## config.mk

```make
export PLATFORM = sky130hd
export DESIGN_NAME = vred_req_queue
export DESIGN_NICKNAME = d
export VERILOG_FILES = /design/src/source/vred_pkg.sv /design/src/source/vred_req_queue.sv
export SDC_FILE = /design/constraint.sdc
export NUM_CORES = 1
export LEC_CHECK = 0
export BUFFER_PORTS_ARGS = -buffer_cell sky130_fd_sc_hd__clkbuf_2
export CORE_AREA = 2 2 436 438
export DETAILED_ROUTE_END_ITERATION = 10
export DIE_AREA = 0 0 438 440
export SYNTH_ARGS = -nofsm -noshare
export SYNTH_HDL_FRONTEND = slang
export SYNTH_SLANG_ARGS = --single-unit
```

## constraint.sdc

```tcl
create_clock -name clk -period 34.8 [get_ports clk]
set_input_delay 3.48 -clock clk [delete_from_list [all_inputs] [get_ports clk]]
set_output_delay 3.48 -clock clk [all_outputs]
set_load 0.02 [all_outputs]
```

## src/source/vred_pkg.sv

```systemverilog
package vred_pkg;

    localparam int VEC_BITS = 512;
    localparam int SCALAR_BITS = 32;
    localparam int QUARTER_BITS = VEC_BITS / 4;
    localparam int QUEUE_DEPTH = 2;
    localparam int QPTR_BITS = (QUEUE_DEPTH > 1) ? $clog2(QUEUE_DEPTH) : 1;
    localparam int QCNT_BITS = $clog2(QUEUE_DEPTH + 1);

    // halving steps for one quarter of bytes; lmul adds, sew subtracts
    localparam int HALVE_BASE = $clog2(QUARTER_BITS / 8);
    localparam int STEP_BITS = 3;

    typedef logic [VEC_BITS-1:0] vec_t;
    typedef logic [SCALAR_BITS-1:0] scalar_t;

    typedef enum logic [1:0] {
        SEW_8  = 2'b00,
        SEW_16 = 2'b01,
        SEW_32 = 2'b10
    } sew_e;

    typedef enum logic [1:0] {
        LMUL_1 = 2'b00,
        LMUL_2 = 2'b01,
        LMUL_4 = 2'b10
    } lmul_e;

    typedef enum logic {
        RED_SUM = 1'b0,
        RED_MAX = 1'b1
    } red_op_e;

    typedef enum logic [1:0] {
        IDLE,
        LOAD,
        HALVE,
        FINISH
    } eng_state_e;

    typedef struct packed {
        red_op_e op;
        sew_e    sew;
        lmul_e   lmul;
        vec_t    vec;
        scalar_t scalar;
    } red_req_t;

    localparam logic [7:0] MAX_ID_8 = 8'h80;
    localparam logic [15:0] MAX_ID_16 = 16'h8000;
    localparam logic [31:0] MAX_ID_32 = 32'h8000_0000;

    // whole vector of identity elements for the given op and width
    function automatic vec_t identity_fill(red_op_e op, sew_e sew);
        vec_t fill;
        fill = '0;
        if (op == RED_MAX)
        begin
            case (sew)
                SEW_8: fill = {(VEC_BITS / 8){MAX_ID_8}};
                SEW_16: fill = {(VEC_BITS / 16){MAX_ID_16}};
                default: fill = {(VEC_BITS / 32){MAX_ID_32}};
            endcase
        end
        return fill;
    endfunction

endpackage

```

## src/source/vred_req_queue.sv

```systemverilog
`timescale 1ns/1ns

module vred_req_queue import vred_pkg::*;
(
    input  logic     clk,
    input  logic     nrst,
    input  logic     req_valid,
    input  red_req_t req,
    input  logic     pop,
    output logic     head_valid,
    output red_req_t head,
    output logic     credit_return
);

    red_req_t mem [QUEUE_DEPTH];
    logic [QPTR_BITS-1:0] wr_ptr;
    logic [QPTR_BITS-1:0] rd_ptr;
    logic [QCNT_BITS-1:0] count;

    function automatic logic [QPTR_BITS-1:0] next_ptr(logic [QPTR_BITS-1:0] ptr);
        logic [QPTR_BITS-1:0] nxt;
        if (ptr == QPTR_BITS'(QUEUE_DEPTH - 1))
            nxt = '0;
        else
            nxt = ptr + 1'b1;
        return nxt;
    endfunction

    assign head_valid = (count != '0);
    assign head = mem[rd_ptr];

    always_ff @(posedge clk)
    begin
        if (req_valid)
            mem[wr_ptr] <= req;
    end

    always_ff @(posedge clk)
    begin
        if (!nrst)
        begin
            wr_ptr <= '0;
            rd_ptr <= '0;
            count <= '0;
            credit_return <= 1'b0;
        end
        else
        begin
            // one credit back per entry handed to the engine
            credit_return <= pop;

            if (req_valid)
                wr_ptr <= next_ptr(wr_ptr);
            if (pop)
                rd_ptr <= next_ptr(rd_ptr);

            case ({req_valid, pop})
                2'b10: count <= count + 1'b1;
                2'b01: count <= count - 1'b1;
                default: count <= count;
            endcase
        end
    end

endmodule

```

==> flow_summary.json, run 1 <==
{
  "rsz0062_at_grt": "no",
  "setup_violations": 0,
  "synth_largest_type_area_fraction": 0.823,
  "r2r-end": "mem[0][256]",
  "grt_start_max_net_pins": 150,
  "synth.net_count": 2285,
  "synthArstFlopShare": 0,
  "static_leakage_uw": 0.0192,
  "final.fill_count": 18950,
  "worst_setup_hold_path_clk_slew_ns": 0.06,
  "crit_arrival_ns": 4.69,
  "synth_enable_flop_cells": 1098,
  "post_route_cells_drive_above_1_share": 0.615,
  "worst_setup_path_endpoint": "head[98]",
  "grt_pass1_vias": 21770,
  "cts_inserted_buffers": 121,
  "timing.max_slew.rel_slack": 0.159,
  "hold_path_depth": 2,
  "floorplan.die_area_sq_um": 193000,
  "worst_hold_path_type": "register to register",
  "fmaxAchievable_mhz": 122,
  "via_count": 22351,
  "ff2ff_setup_slack_ns": 30.02,
  "start_kind": "register",
  "synth.yosys.warnings": 0,
  "area_growth_pct": 31.0,
  "synth.largest_area_cell": "sky130_fd_sc_hd__edfxtp_1",
  "min_period_over_period": 0.235,
  "groute.usage.overall": 0.154,
  "yosys_most_used_dff": "sky130_fd_sc_hd__edfxtp_1",
  "run_status": "completed",
  "drtIter0Drc": 1702,
  "required_ns": 31.32,
  "vdd_drop_max_uv": 50.9,
  "worstSetupPathType": "register to primary output",
  "design_power_total_uw": 3270,
  "synth_cells": 1731,
  "maxCapViolations": 0,
  "wl_per_cell_um": 28.1,
  "chipWidth_um": 438,
  "synth.most_common_cell": "sky130_fd_sc_hd__edfxtp_1",
  "crit-reg2reg-launch": "wr_ptr",
  "final_antenna_net_count": 0,
  "timing.final.max_slew_violations": 0,
  "std_cell_rows": 160,
  "fin_hold_ws_ns": 0.497,
  "die_y_um": 440,
  "mappedNetlistArea_sq_um": 40100,
  "number_of_clock_sinks": 1104,
  "drt-vias-per-instance": 4.02,
  "synth.yosys.seq_area_share": 0.826,
  "synth.avg_cell_area_sq_um": 23.1,
  "clock_path_buffers": 3,
  "initial_utilization": 0.212,
  "endpoint_kind": "primary output",
  "worst-path-max-fanout": 149,
  "powerDensity_nw_per_um2": 62.4,
  "drt_wl_total_um": 157000,
  "synthTopCellsByCount": "1098 x sky130_fd_sc_hd__edfxtp_1, 549 x sky130_fd_sc_hd__mux2_2, 58 x sky130_fd_sc_hd__buf_6",
  "worstSkewPairLatency_ns": 0.77,
  "wire_length_of_the_first_global_routing_pass_um": 198000,
  "route.detailed.drc": 0,
  "clock_tree_from_tritoncts": "done",
  "worst-r2r-cell-count": 5,
  "post_layout_min_period_ns": 8.17,
  "gp_congestion": 0.958,
  "fin_nets": 3472,
  "ys_top_cells_by_area": "sky130_fd_sc_hd__edfxtp_1 82%, sky130_fd_sc_hd__mux2_2 15%, sky130_fd_sc_hd__buf_6 1.6%, sky130_fd_sc_hd__dfxtp_1 0.30%, sky130_fd_sc_hd__and2_1 0.078%",
  "postCtsHoldBufs": 0,
  "num_io_pins": 1104,
  "finalClockSkew_ns": 0.0290,
  "cts_resized": 0,
  "drt_first_pass_iters": 5,
  "coreArea_sq_um": 189000,
  "clockRootBuffer": "sky130_fd_sc_hd__clkbuf_16",
  "port_buffer_count": 1103,
  "grt_overflow": 0,
  "cts_post_setup_buffers_inserted": 0,
  "hold_viol": 0,
  "hpwlAfterDp_um": 123000,
  "totalNegativeSetupSlack_ns": 0,
  "worst-slew-pin-transition_ns": 1.26,
  "postSynthRegisterBits": 1104,
  "synth.lib_cells_used.distinct": 17,
  "cts_htree_levels": 3,
  "antenna_found_initial": 142
}
metrics by stage:
step	instance area, sq um	instances	utilization	worst slack, ns
floorplan	40100	1731	-	6.54
global placement	48300	5306	0.256	26.76
detailed placement	48300	5306	0.256	26.75
CTS	52400	5533	0.278	26.37
global route	52400	5539	0.278	26.28
finish	52500	5564	0.278	26.63
report_power, final:
| part | internal, uW | total, uW | switching [uW] |
|---|---|---|---|
| Combinational | 134 | 388 | 254 |
| Clock | 772 | 1330 | 558 |
| Sequential | 1540 | 1560 | 17.4 |
| Total | 2450 | 3270 | 829 |
cell type report:
class | count | area, sq um | area share
repair buffers | 1125 | 5720 | 0.109
inverters | 1 | 3.75 | 0.0000715
clock inverters | 81 | 958 | 0.0183
diodes | 31 | 77.6 | 0.00148
clock buffers | 146 | 3170 | 0.0605
well taps | 2511 | 3140 | 0.0599
multi-input cells | 565 | 6300 | 0.120
flip-flops and latches | 1104 | 33100 | 0.631
layout by cell type (no fill, tap or decap), drive strengths merged:
master / instances
clkbuf: 1249
xnor2: 2
o21ai: 1
buf: 22
mux2: 549
edfxtp: 1098
o21a: 1
dfxtp: 6
clkinvlp: 6
nor2b: 1
a21boi: 1
ha: 1
bufinv: 16
inv: 9
or2: 1
clkinv: 51
nor2: 1
and2: 5
diode: 31
or3: 1
xor2: 1
how the worst min path moves through the flow:
stage / startpoint / to / slack (ns)
after floorplan: count[1] / count[1] / 0.46
after global placement: count[1] / count[1] / 0.47
after detailed placement: count[1] / count[1] / 0.49
after CTS: count[1] / count[1] / 0.50
after global routing: count[1] / count[1] / 0.54
final: count[1] / count[1] / 0.50
cell families after synthesis:
| group | synth area share |
|---|---|
| DFF | 0.826 |
| muxes | 0.154 |
| buffers and inverters | 0.0168 |
| and+or+nand+nor | 0.00134 |
| AOI/OAI and AO/OA | 0.000500 |
| xor gates and xnor gates | 0.000656 |
| adders and majority gates | 0.000312 |
state kept, by name (all words and copies together) (netlist names), named ones only:
register       flops
rd_ptr             1
count              2
mem             1098
wr_ptr             1
credit_return      1
worst max-delay path: stages (launching register included):
cell,delay [ns]
sky130_fd_sc_hd__dfxtp_4,0.83
sky130_fd_sc_hd__buf_4,0.65
sky130_fd_sc_hd__buf_12,0.47
sky130_fd_sc_hd__buf_4,0.94
sky130_fd_sc_hd__mux2_2,0.43
sky130_fd_sc_hd__clkbuf_2,0.16
metal layers:
metal / GRT usage / up-vias / wire length [um]
li1: - / 9415 / -
met1: 0.169 / 11437 / 55300
met2: 0.249 / 961 / 74400
met3: 0.0851 / 400 / 20000
met4: 0.0602 / 138 / 6020
met5: 0 / - / 882
No activity file was read; power rests on OpenSTA's default activity.
==> run 2, diff against run 1 <==
ABC_AREA = 1   (was default)
CORE_AREA = 2 2 432 434   (was 2 2 436 438)
DIE_AREA = 0 0 434 436   (was 0 0 438 440)
clock period = 7.2 ns   (was 34.8 ns; I/O delays follow)
==> run 2 against run 1 <==
Against the previous run: critical path depth decreased by 2; combinational power increased to 4.1 times the previous value; critical path type unchanged; final cell count decreased by 0.68%; highest routed layer unchanged; die area decreased by 1.8%; global-route usage decreased by 2.9 points; total power increased to 4.6 times the previous value.
==> flow_summary.json, run 2 <==
{
  "antenna_found_initial": 82,
  "layout.area.seq_sq_um": 33100,
  "post_route_cells_drive_above_1_share": 0.611,
  "groute.usage.overall": 0.125,
  "worst-r2r-cell-count": 4,
  "clockRootBuffer": "sky130_fd_sc_hd__clkbuf_16",
  "multiInputGateArea_sq_um": 6310,
  "largest_reg_flops": 1098,
  "wl_per_cell_um": 22.4,
  "synthTopCellsByCount": "1098 x sky130_fd_sc_hd__edfxtp_1, 549 x sky130_fd_sc_hd__mux2_2, 58 x sky130_fd_sc_hd__buf_6",
  "kind_of_cell_adding_the_most_delay_to_the_critical_path": "flip-flops",
  "synth.avg_cell_area_sq_um": 23.0,
  "ys_top_cells_by_area": "sky130_fd_sc_hd__edfxtp_1 82%, sky130_fd_sc_hd__mux2_2 15%, sky130_fd_sc_hd__buf_6 1.6%, sky130_fd_sc_hd__dfxtp_1 0.30%, sky130_fd_sc_hd__nor2_1 0.094%",
  "synth_largest_type_area_fraction": 0.823,
  "timing.max_slew.rel_slack": 0.174,
  "cts_resized": 0,
  "reg_with_most_ffs": "mem",
  "synthArstFlopShare": 0,
  "path_depth": 3,
  "synth.yosys.seq_area_share": 0.826,
  "vdd_drop_max_uv": 243,
  "min_period_over_period": 0.526,
  "chipWidth_um": 434,
  "initial_utilization": 0.217,
  "timing.final.max_slew_violations": 0,
  "fin_nets": 3483,
  "cts_post_setup_buffers_inserted": 0,
  "die_y_um": 436,
  "clock_path_buffers": 3,
  "finalClockSkew_ns": 0.0491,
  "r2r-end": "mem[1][120]",
  "grt_pass1_vias": 21850,
  "endpoint_kind": "primary output",
  "drt_wl_total_um": 124000,
  "synth.yosys.warnings": 0,
  "static_leakage_uw": 0.0190,
  "fmaxAchievable_mhz": 264,
  "mappedNetlistArea_sq_um": 40100,
  "worstSkewPairLatency_ns": 0.78,
  "crit-reg2reg-launch": "wr_ptr",
  "worstSetupPathType": "register to primary output",
  "cpPeakStageDelay_ns": 0.76,
  "hold_viol": 0,
  "port_buffer_count": 1103,
  "number_of_clock_sinks": 1104,
  "synth.most_common_cell": "sky130_fd_sc_hd__edfxtp_1",
  "worst_hold_path_type": "primary input to register",
  "final.fill_count": 18629,
  "worst_setup_path_endpoint": "head[192]",
  "ff2ff_setup_slack_ns": 4.50,
  "drt_first_pass_iters": 5,
  "cts_htree_levels": 3,
  "route.detailed.drc": 0,
  "critical_path_cell_with_the_highest_stage_delay": "sky130_fd_sc_hd__dfxtp_4",
  "worst_setup_hold_path_clk_slew_ns": 0.07,
  "synth_enable_flop_cells": 1098,
  "synth.lib_cells_used.distinct": 13,
  "layout_common_cells": "1103 x sky130_fd_sc_hd__clkbuf_2, 1098 x sky130_fd_sc_hd__edfxtp_1, 549 x sky130_fd_sc_hd__mux2_2, 121 x sky130_fd_sc_hd__clkbuf_16, 26 x sky130_fd_sc_hd__clkbuf_1",
  "maxCapViolations": 0,
  "clock_tree_from_tritoncts": "done",
  "via_count": 21525,
  "postCtsHoldBufs": 0,
  "layout_commonest_cell": "sky130_fd_sc_hd__clkbuf_2",
  "grt_overflow": 0,
  "drt-vias-per-instance": 3.90,
  "detailed_place.area_sq_um": 48400,
  "synth_cells": 1744,
  "synth.net_count": 2298,
  "start_kind": "register",
  "path_buf_inv": 2,
  "cts_inserted_buffers": 121,
  "area_growth_pct": 30.1,
  "worst-path-max-fanout": 140,
  "run_status": "completed",
  "wire_length_of_the_first_global_routing_pass_um": 165000,
  "required_ns": 6.48,
  "gp_congestion": 0.958,
  "finalInstanceArea_sq_um": 52100,
  "synth.largest_area_cell": "sky130_fd_sc_hd__edfxtp_1",
  "std_cell_rows": 158,
  "fin_hold_ws_ns": 0.127,
  "yosys_most_used_dff": "sky130_fd_sc_hd__edfxtp_1",
  "setup_violations": 0,
  "final_antenna_net_count": 0,
  "drtIter0Drc": 1326,
  "crit_arrival_ns": 3.07,
  "post_layout_min_period_ns": 3.79,
  "grt_start_max_net_pins": 159,
  "num_io_pins": 1104,
  "coreArea_sq_um": 185000,
  "floorplan.die_area_sq_um": 189000,
  "worst-slew-pin-transition_ns": 1.24,
  "postSynthRegisterBits": 1104,
  "reg.largest.list": "mem (1098), count (2)",
  "powerDensity_nw_per_um2": 288,
  "crit_chain": "buf_12 -> mux2_2 -> clkbuf_2",
  "hpwlAfterDp_um": 91700,
  "rsz0062_at_grt": "no"
}
[run 2: changes by cell type after synthesis, moves of 2 or more]
cell,before,now
sky130_fd_sc_hd__and2_1,5,0
sky130_fd_sc_hd__inv_1,1,6
sky130_fd_sc_hd__nand2_1,0,9
sky130_fd_sc_hd__nor2_1,1,10
sky130_fd_sc_hd__xnor2_1,2,0
[run 2: power breakdown]
| part | internal (uW) | switching (uW) |
|---|---|---|
| Combinational | 578 | 1040 |
| Sequential | 7460 | 75.2 |
| Clock | 3240 | 2610 |
[run 2: per-layer routing]
metal  global-route usage  wire length [um]
met1                0.130             42900
met2                0.207             59900
met3               0.0555             13000
met4               0.0779              7310
met5                    0               622
[run 2: worst register-to-register path: cells and delay by family, from the launching register on]
kind	cells	cell delay, ns
flops	1	0.49
simple gates	1	0.07
buf+inv	3	1.75
[run 2: logic make-up (layout without fill, tap and decap cells)]
kind of cell | after synthesis | count (layout) | synth area share
buf+inv | 67 | 1347 | 0.0172
other cells | 0 | 22 | 0
fa+ha+maj | 1 | 1 | 0.000312
flops | 1104 | 1104 | 0.826
compound gates | 2 | 2 | 0.000250
simple gates | 21 | 21 | 0.00209
mux | 549 | 549 | 0.154
[run 2: layout make-up]
class                           instances  share of cell area
Clock buffer                          147              0.0600
Clock inverter                         71              0.0114
Tap cell                             2480              0.0595
Sequential cell                      1104               0.635
Antenna cell                           22             0.00106
Multi-Input combinational cell        573               0.121
Inverter                                6            0.000744
Timing Repair Buffer                 1123               0.111
[run 2: per-stage QoR]
stage	setup slack, ns	instances	TNS [ns]	power [uW]	utilization
6_report	3.41	5526	0	15000	0.282
3_5_place_dp	3.91	5286	0	9310	0.262
5_1_grt	3.25	5511	0	15500	0.282
3_3_place_gp	3.91	5286	0	9280	0.262
2_1_floorplan	-2.23	1744	-2354.86	8680	-
4_1_cts	3.28	5504	0	15300	0.282
[run 2: how the worst min path moves through the flow]
stage | from | to | slack, ns | cells after the start
2_1_floorplan | rd_ptr | register | 0.46 | 2
3_3_place_gp | rd_ptr | rd_ptr | 0.49 | 2
3_5_place_dp | rd_ptr | rd_ptr | 0.49 | 2
4_1_cts | req[543] | mem[0][543] | 0.004 | 1
5_1_grt | req[543] | mem[0][543] | 0.06 | 1
6_report | req[543] | mem[0][543] | 0.13 | 1
==> run 3, diff against run 2 <==
CORE_AREA = 2 2 436 438   (was 2 2 432 434)
DIE_AREA = 0 0 438 440   (was 0 0 434 436)
clock period = 3.74 ns   (was 7.2 ns; I/O delays follow)
==> run 3 against run 2 <==
Against the previous run: final area up 11%; global-route usage up 0.90 points; core utilization up 2.6 points; non-clock buffer count up 578; sequential cell count unchanged; first-iteration DRC count up 3.3%; worst setup slack worse by 2.6 ns; critical path depth unchanged; critical path type unchanged; largest cell class unchanged.
==> flow_summary.json, run 3 (same netlist as run 2, synthesis figures left out) <==
{
  "start_kind": "register",
  "total_switching_power_uw": 7340,
  "fmaxAchievable_mhz": 346,
  "finalInstanceArea_sq_um": 58100,
  "std_cell_rows": 160,
  "worstSetupPathType": "register to primary output",
  "reg_with_most_ffs": "mem",
  "clock_tree_from_tritoncts": "done",
  "p_comb_frac": 0.126,
  "detailed_place.area_sq_um": 48700,
  "grt_pass1_vias": 24766,
  "layout_common_cells": "1103 x sky130_fd_sc_hd__clkbuf_2, 1098 x sky130_fd_sc_hd__edfxtp_1, 552 x sky130_fd_sc_hd__dlygate4sd3_1, 549 x sky130_fd_sc_hd__mux2_2, 117 x sky130_fd_sc_hd__clkbuf_16",
  "numPlacedInstances": 5343,
  "drt_first_pass_iters": 5,
  "vdd_drop_max_uv": 402,
  "layout_commonest_cell": "sky130_fd_sc_hd__clkbuf_2",
  "number_of_clock_sinks": 1104,
  "switching_share": 0.248,
  "antenna_found_initial": 86,
  "worst-slew-pin-transition_ns": 0.690,
  "die_y_um": 440,
  "cts_resized": 0,
  "static_leakage_uw": 0.0215,
  "worst_setup_hold_path_clk_slew_ns": 0.06,
  "gp_congestion": 0.910,
  "worstSkewPairLatency_ns": 0.78,
  "critical_path_cell_with_the_highest_stage_delay": "sky130_fd_sc_hd__dfxtp_4",
  "run_status": "completed",
  "worst-path-max-fanout": 80,
  "multiInputGateArea_sq_um": 6310,
  "grt_start_max_net_pins": 98,
  "instances_no_fill": 6144,
  "grt_overflow": 0,
  "wire_length_of_the_first_global_routing_pass_um": 184000,
  "groute.usage.overall": 0.134,
  "hpwlAfterDp_um": 102000,
  "utilization": 0.308,
  "reg.largest.list": "mem (1098), count (2)",
  "timing.final.max_slew_violations": 0,
  "post_route_cells_drive_above_1_share": 0.521,
  "coreArea_sq_um": 189000,
  "cts_post_setup_buffers_inserted": 0,
  "clockRootBuffer": "sky130_fd_sc_hd__clkbuf_16",
  "post_layout_min_period_ns": 2.89,
  "postCtsHoldBufs": 552,
  "largest_reg_flops": 1098,
  "drt_wl_total_um": 137000,
  "wl_per_cell_um": 22.2,
  "power_frac_clock": 0.384,
  "internal_power_uw": 22300,
  "required_ns": 3.37,
  "route.detailed.drc": 0,
  "num_io_pins": 1104,
  "area_growth_pct": 45.1,
  "final.fill_count": 18480,
  "endpoint_kind": "primary output",
  "setup_violations": 0,
  "rsz0062_at_grt": "no",
  "drt-vias-per-instance": 3.91,
  "drtIter0Drc": 1370,
  "crit_chain": "buf_12 -> mux2_2 -> clkbuf_2",
  "cts_htree_levels": 3,
  "maxCapViolations": 0,
  "floorplan.die_area_sq_um": 193000,
  "fin_hold_ws_ns": 0.156,
  "worst_hold_path_type": "primary input to register",
  "crit_arrival_ns": 2.51,
  "clock_path_buffers": 3,
  "hold_viol": 0,
  "cts_inserted_buffers": 116,
  "min_period_over_period": 0.772,
  "finalClockSkew_ns": 0.0512,
  "layout.area.seq_sq_um": 33100,
  "powerDensity_nw_per_um2": 510,
  "initial_utilization": 0.212,
  "chipWidth_um": 438,
  "final_antenna_net_count": 0,
  "timing.max_slew.rel_slack": 0.540,
  "sequentialPowerShare": 0.489,
  "fin_nets": 4056,
  "cpPeakStageDelay_ns": 0.63,
  "via_count": 24052,
  "port_buffer_count": 1103
}
run 3: cell count changes in the layout (fill, tap and decap cells not counted), moves of 2 or more:
cell,previous run,this run
sky130_fd_sc_hd__clkinvlp_4,8,6
sky130_fd_sc_hd__inv_6,9,4
sky130_fd_sc_hd__clkinv_16,3,6
sky130_fd_sc_hd__clkinv_2,20,22
sky130_fd_sc_hd__buf_4,9,24
sky130_fd_sc_hd__diode_2,22,34
sky130_fd_sc_hd__bufinv_16,4,9
sky130_fd_sc_hd__clkinv_4,4,6
sky130_fd_sc_hd__clkbuf_16,121,117
sky130_fd_sc_hd__buf_12,11,22
sky130_fd_sc_hd__dlygate4sd3_1,0,552
run 3: area by class of cell:
class,count,share of cell area
Multi-Input combinational cell,573,0.109
Clock buffer,142,0.0520
Timing Repair Buffer,1701,0.201
Sequential cell,1104,0.569
Tap cell,2511,0.0540
Clock inverter,73,0.0132
Antenna cell,34,0.00146
Inverter,6,0.000667
run 3: per-layer routing:
| layer | vias up | routed length (um) | GRT usage | share of wire |
|---|---|---|---|---|
| met5 | - | 474 | 0 | 0.0035 |
| met4 | 72 | 6250 | 0.0640 | 0.046 |
| met3 | 335 | 11000 | 0.0465 | 0.080 |
| met2 | 932 | 68400 | 0.230 | 0.50 |
| met1 | 12124 | 50400 | 0.149 | 0.37 |
| li1 | 10589 | - | - | - |
run 3: through the flow:
step                      setup WS, ns  total power (uW)  TNS (ns)
final                            0.852             29600         0
after global routing             0.684             30700         0
after CTS                        0.697             30000         0
after detailed placement          1.42             18000         0
after global placement            1.42             17900         0
after floorplan                  -5.34             16700  -5769.59
run 3: power by group through the flow:
stage	clock, uW	combinational (uW)	sequential, uW
5_1_grt	12200	3940	14500
3_3_place_gp	0	3200	14700
2_1_floorplan	0	1810	14900
3_5_place_dp	0	3220	14800
4_1_cts	11700	3810	14500
6_report	11400	3740	14500
run 3: final timing paths:
| check | startpoint | cells after the start | endpoint | slack [ns] |
|---|---|---|---|---|
| hold / removal | req_valid | 3 | wr_ptr | 0.16 |
| setup / recovery | register | 3 | head[205] | 0.85 |
| hold reg to reg | rd_ptr | 2 | rd_ptr | 0.52 |
| setup reg to reg | wr_ptr | 4 | mem[1][424] | 1.83 |
run 3: critical path, delay by kind of cell, from the launching register on:
family / cells / cell delay (ns)
buffers and inverters: 2 / 0.61
flip-flops: 1 / 0.63
multiplexers: 1 / 0.49
